[src/verilog/axi_mem_pkg.sv]
package axi_mem_pkg;

	// byte address width seen on both address channels
	localparam int addr_w = 32;

	// one full rv64 word per beat
	localparam int data_w = 64;

	// one strobe bit per data byte
	localparam int strb_w = data_w / 8;

	// response code carried on r and b
	typedef logic [1:0] resp_t;

	// normal completion
	localparam resp_t resp_okay = 2'd0;

	// address outside the memory
	localparam resp_t resp_decerr = 2'd3;

	// read address channel payload
	typedef struct packed {
		logic [addr_w-1:0] addr;
	} ar_req_t;

	// write address channel payload
	typedef struct packed {
		logic [addr_w-1:0] addr;
	} aw_req_t;

	// write data channel payload
	// strb bit i enables data byte i
	typedef struct packed {
		logic [data_w-1:0] data;
		logic [strb_w-1:0] strb;
	} w_req_t;

	// read data channel payload
	// data is zero on decerr
	typedef struct packed {
		logic [data_w-1:0] data;
		resp_t             resp;
	} r_rsp_t;

	// write response channel payload
	typedef struct packed {
		resp_t resp;
	} b_rsp_t;

endpackage

[src/verilog/axi_read_arbiter.sv]
`timescale 1ns/1ps

module axi_read_arbiter (
	input  logic                 clk,
	input  logic                 rst,

	// fetch read port
	input  logic                 if_arvalid,
	input  axi_mem_pkg::ar_req_t if_ar,
	output logic                 if_arready,
	output logic                 if_rvalid,
	output axi_mem_pkg::r_rsp_t  if_r,
	input  logic                 if_rready,

	// load/store read port
	input  logic                 ls_arvalid,
	input  axi_mem_pkg::ar_req_t ls_ar,
	output logic                 ls_arready,
	output logic                 ls_rvalid,
	output axi_mem_pkg::r_rsp_t  ls_r,
	input  logic                 ls_rready,

	// towards the slave
	output logic                 arvalid,
	output axi_mem_pkg::ar_req_t ar,
	input  logic                 arready,
	input  logic                 rvalid,
	input  axi_mem_pkg::r_rsp_t  r,
	output logic                 rready
);

	// who currently holds the slave read path
	typedef enum logic [1:0] {
		own_idle,
		own_if,
		own_ls
	} owner_t;

	owner_t owner;

	// set when load/store got the last grant
	logic last_ls;

	// load/store selected for the next grant
	logic sel_ls;
	logic idle;
	logic ar_hs;
	logic r_hs;

	assign idle = (owner == own_idle);

	// round robin, a lone requester always wins
	// with both valid, the one not granted last goes first
	assign sel_ls = ls_arvalid && (!if_arvalid || !last_ls);

	// address path is combinational, no extra cycle
	assign arvalid = idle && (if_arvalid || ls_arvalid);
	assign ar      = sel_ls ? ls_ar : if_ar;

	// ready only to the selected requester
	// the other one sees ready low until its turn
	assign if_arready = idle && !sel_ls && arready;
	assign ls_arready = idle && sel_ls && arready;

	assign ar_hs = arvalid && arready;

	// response goes to the owner only
	assign if_rvalid = (owner == own_if) && rvalid;
	assign ls_rvalid = (owner == own_ls) && rvalid;

	// payload shared, qualified by each port's rvalid
	assign if_r = r;
	assign ls_r = r;

	always_comb begin
		case (owner)
			own_if:  rready = if_rready;
			own_ls:  rready = ls_rready;
			default: rready = 1'b0;
		endcase
	end

	assign r_hs = rvalid && rready;

	// ownership locks on address accept, frees on response accept
	always_ff @(posedge clk) begin
		if (rst) begin
			owner   <= own_idle;
			last_ls <= 1'b0;
		end else begin
			case (owner)
				own_idle: begin
					if (ar_hs) begin
						owner   <= sel_ls ? own_ls : own_if;
						last_ls <= sel_ls;
					end
				end
				own_if, own_ls: begin
					// back to idle, next grant possible the cycle after
					if (r_hs) owner <= own_idle;
				end
				default: owner <= own_idle;
			endcase
		end
	end

endmodule

[config.mk]
export PLATFORM = sky130hd
export DESIGN_NAME = axi_read_arbiter
export DESIGN_NICKNAME = d
export VERILOG_FILES = /design/src/verilog/axi_mem_pkg.sv /design/src/verilog/axi_read_arbiter.sv
export SDC_FILE = /design/constraint.sdc
export NUM_CORES = 1
export LEC_CHECK = 0
export BUFFER_PORTS_ARGS = -buffer_cell sky130_fd_sc_hd__buf_4
export CORE_AREA = 2 2 119 121
export CTS_CLUSTER_SIZE = 28
export DETAILED_ROUTE_END_ITERATION = 10
export DIE_AREA = 0 0 121 123
export PLACE_DENSITY_LB_ADDON = 0.25
export SYNTH_ARGS = -nofsm -noshare
export SYNTH_HDL_FRONTEND = slang
export SYNTH_SLANG_ARGS = --single-unit
[constraint.sdc]
create_clock -name clk -period 1.82 [get_ports clk]
set_clock_uncertainty 0.05 [all_clocks]
set_input_delay 0.182 -clock clk [delete_from_list [all_inputs] [get_ports clk]]
set_output_delay 0.182 -clock clk [all_outputs]
set_load 0.02 [all_outputs]
======== Word-level counts from Yosys, hierarchy flattened ========
Index checks and enable logic that the tools add are counted.
operators by class
  add/sub/neg operators ................... 0
  multipliers ............................. 0
  divide/modulo/power cells ............... 0
  $lt $le $gt $ge ......................... 0
  equal/unequal tests ..................... 4
  shift operators ......................... 0
  multiplexer cells ....................... 6
  bitwise logic cells ..................... 0
  reduce and logical (&&, ||, !) cells .... 19
operators by type and width
  kind                                                              count
  32-bit 2-to-1 mux                                                 1
  1-bit logical AND                                                 10
  2-bit 2-to-1 mux                                                  3
  2-bit case mux with 2 select lines                                1
  2-bit AND reduction                                               2
  1-bit zero test                                                   3
  2-bit by 1-bit == test with 1-bit output (second input constant)  1
  2-bit == test (second input constant)                             1
  2-bit zero test                                                   1
  1-bit logical OR                                                  2
  2-bit by 1-bit != test with 1-bit output (second input constant)  1
  2-bit != test (second input constant)                             1
  1-bit case mux with 2 select lines                                1
  2-bit OR reduction                                                1
word-level totals
  flip-flop bits (word level) ............. 3
  bits in latches ......................... 0
  bits in writable memories ............... 0
  memory bits (read-only) ................. 0
  input bits .............................. 138
  output and inout port bits .............. 170
  word-level logic and storage cells ...... 31
  memories kept ........................... 0

======== Logic depth before layout (Yosys ltp) ========
  depth in word-level cells ............... 6
  depth in mapped cells ................... 5
  gate-level depth less buffers ........... 5

======== Worst setup path before layout ========
OpenSTA, ideal clock, no wires.
  kind .................................... register to output
  start ................................... register last_ls
  end ..................................... output port ar[25] (netlist bit)
  data arrival time ....................... 1.196 ns
  data required time ...................... 1.588 ns
  slack ................................... 0.392 ns
  cell stages (with the launch flop) ...... 4
  buffers on the path ..................... 1
  path through ............................ dfxtp_1 -> a21boi_4 -> buf_8 -> mux2_1
RTL lines
  element                 RTL line                RTL
  from (decl)             axi_read_arbiter.sv:42  logic last_ls;
  from (signal assigned)  axi_read_arbiter.sv:95  last_ls <= sel_ls;
  to (decl)               axi_read_arbiter.sv:25  output axi_mem_pkg::ar_req_t ar,

==> results <==
- The first global-routing pass estimated roughly 6300 um of wire.
- Yosys mapped a number of flops with a built-in enable equal to 0.
- In this run, the number of DRC markers left after iteration 0 of detailed routing was 20.
- The static power due to leakage is 0.000814 uW.
- The average size of a mapped cell is 8.48 um^2.
- After synthesis, the share of cell area in mux cells is 0.229.
- Of the total synthesized cell area, the portion taken by AND, OR, NAND and NOR gates is 0.0429.
- Hold is met by just over 0.2 ns.
- The pin count of the biggest net entering global routing is 37.
- Across all register-to-register paths, the minimum setup slack is 0.28 ns.
- Derived from the worst setup path, the maximum achievable clock frequency is around 570 MHz.
- Across every metal layer, demand over resource in global routing totals 0.0563.
- Measured against its own limit, the worst slew margin works out to 0.745.
- The most common flop cell mapped by yosys is sky130_fd_sc_hd__dfxtp_1.
- The share of synthesized registers carrying an async set or reset is 0.
- The final layout contains routed wiring with a total length of around 4600 um.
- The number of antenna violations at the first check in global routing was 0.
- Setup repair after global routing could not meet its margin everywhere.
- The slowest stage of the critical path belongs to the cell sky130_fd_sc_hd__mux2_2.
- The total CTS buffers is 3.
- Data arrives at the worst endpoint at between 1.5 and 2 ns.
- In the layout the commonest cells are 109 x sky130_fd_sc_hd__buf_4, 29 x sky130_fd_sc_hd__mux2_2, 3 x sky130_fd_sc_hd__ha_1, 3 x sky130_fd_sc_hd__clkbuf_16, 3 x sky130_fd_sc_hd__dfxtp_1.
- The number of gates resized after CTS was 0.
- The layout has 1569 filler cells.
- At the end of routability-driven placement, the weighted congestion stood at between 0.7 and 0.8.
- The port buffer count is about 110.
- The clock insertion delay at the later pin of the skew report is 0.22 ns.
- Of the synthesized area, sequential elements account for 0.0361.
- The core utilization of the finished layout is 0.130.
- Of the total synthesized cell area, the portion taken by full adders, half adders and majority gates is 0.0226.
- The number of distinct library cell variants in the gate-level netlist after synthesis is 23.
- The netlist area before placement is between 1500 and 2000 um^2.
- Before antenna repair, the detailed router went through 3 iterations.
- The worst setup path endpoint is ar[28].
- Of the total synthesized cell area, the portion taken by XOR and XNOR cells is 0.
- In the finished design, the share of the clock period the worst path needs comes to 0.969.
- The complex-gate fraction of the synthesized area is 0.0421.
- The largest incremental delay on the critical path is roughly 0.38 ns.
- The instance count of the mapped netlist is approximately 200.
- In this run the critical register-to-register path is launched from owner[0]$_SDFFE_PP0P_.
- The endpoint required time on the critical path is around 1.6 ns.
- The number of nets in the finished design is about 320.
- Dividing the detail-routed wire length by the instance count gives approximately 13 um.
- The via count of the first global-routing pass came to 1072.
- For this run, design rule violations remaining after detail routing come to 0.
- The most critical setup path has its startpoint at last_ls$_SDFFE_PP0P_.
- Traced cell by cell, the critical path runs through a21boi_4 > buf_12 > mux2_2 > buf_4.
- Summing all flip-flop and latch instances after layout gives around 60 um^2.
- The total nets after synthesis is roughly 340.
- In the final layout, the multi-input gates occupy 563 um^2.
- In this run the horizontal extent of the chip is around 120 um.
- In this run, synthesis produced a sequential element count of 3.
- The final critical-path required period is approximately 1.8 ns.
- The total global routing overflow is 0.
- STA classifies the critical path endpoint as a primary output.
- Of the cells placed in the final design, the portion with a size suffix greater than 1 is 0.829.
- The number of antenna cells inserted is 0.
- After legalization and detailed placement, the total HPWL measured between 3000 and 4000 um.
- Using the TritonRoute via totals, the vias-per-cell ratio works out to ~3.0.
- The number of max-slew violations in the final report is 0.
- The clock tree buffer depth is 2.
- The die is 123 um tall.
- The clock-pin slew on the worst setup and hold paths is roughly 0.03 ns.
- The logic depth of the worst register-to-register path is 5.
- The total number of yosys warnings is 0.
- TritonCTS built the clock tree.
- Max-cap violations in this run came to 0.
- The kind of critical path is register to primary output.
- The total of hold buffers inserted after clock tree synthesis is 0.
- Along the worst path, the maximum fanout reaches 36.
- The antenna violation net count after detailed routing is 0.
- Clock tree synthesis selected as its root buffer the cell sky130_fd_sc_hd__clkbuf_16.
- The most common cell after layout, fill and taps aside is sky130_fd_sc_hd__buf_4.
- The die covers about 15000 um^2.
- The nature of the critical path startpoint is a register.
- 308 I/O pins were placed.
- Setup violations remaining at the end of the flow were counted as 0.
- After synthesis, the largest family of logic cells by area is buffers and inverters.
- Detailed routing inserted a total of approximately 1000 vias.
- The final hold violation count is 0.
- The standard-cell row count is 43.
- Buffers added to address setup during post-CTS repair amount to 0.
- CTS saw 3 sinks.
- In this run the critical register-to-register path is captured at owner[1]$_SDFFE_PP0P_.
- The layout overhead on the synthesized area is 6.62%.
- In this run the worst hold path is classified as input port to register.
- The maximum resistive drop on vdd is between 0.0001 and 0.00015 V.
- The transition time at the pin with the least slew margin is 0.378 ns.
- In this run the power density over the cells is between 700 and 800 nW/um^2.
- The floorplan core area is between 10000 and 15000 um^2.
- The flow ran to the end, and the final reports show no timing, DRC or antenna violations.
- After routing, the total negative slack on setup checks comes to 0 ns.
- The effective utilization at floorplan is 0.122.
- The maximum level of the CTS H-tree is 1.
[flip-flops by register name, summed over array words and instances, names as in the netlist]
signal   count
last_ls      1
owner        2
[layout make-up]
cell class,instances,area share
Clock buffer,4,0.0445
Multi-Input combinational cell,56,0.318
Inverter,2,0.00423
Sequential cell,3,0.0339
Timing Repair Buffer,110,0.473
Tap cell,180,0.127
[worst max-delay path: cells and delay by family, from the launching register on]
kind            cells  cell delay [ns]
buf+inv             2             0.38
mux                 1             0.38
flops               1             0.34
compound gates      1             0.16
[report_power, final]
part           total (uW)  switching, uW  internal, uW
logic                 814            386           427
clock network         348           58.8           289
registers             112           22.4          89.3
total                1270            468           806
[per-layer routing]
layer / share of wire / GRT usage
met5: 0 / 0
met4: 0.072 / 0.0472
met3: 0.14 / 0.0212
met2: 0.48 / 0.0948
met1: 0.31 / 0.0550
[worst min path at each step]
stage,startpoint,to,slack (ns),cells after the start
6_report,rst,last_ls$_SDFFE_PP0P_,0.21,3
5_1_grt,ls_arvalid,last_ls$_SDFFE_PP0P_,0.22,3
4_1_cts,rst,last_ls$_SDFFE_PP0P_,0.20,3
3_5_place_dp,r[32],if_r[32],0.31,0
3_3_place_gp,r[32],if_r[32],0.31,0
2_1_floorplan,rst,last_ls$_SDFFE_PP0P_,0.28,2
[synthesized netlist by cell type (all sizes together) (2+ instances only)]
library cell  count  area, um^2
mux2i             2        20.0
inv               2        7.51
nor2b             2        12.5
and2              2        12.5
ha                3        37.5
nor2              2        7.51
buf             135        1040
mux2             32         360
nand2b            2        12.5
dfxtp             3        60.1
[logic make-up after synthesis]
family	after synthesis
compound gates	7
flops	3
buf+inv	137
simple gates	12
mux	34
fa+ha+maj	3
[through the flow]
stage | area [um^2] | setup WS (ns) | total power [uW] | instances
floorplan | 1660 | 0.392 | 1010 | 196
finish | 1770 | 0.0560 | 1270 | 355
CTS | 1770 | 0.0214 | 1290 | 355
detailed placement | 1690 | 0.262 | 939 | 351
global placement | 1690 | 0.271 | 932 | 351
global route | 1770 | -0.0189 | 1360 | 355
No activity file was read; power rests on OpenSTA's default activity.
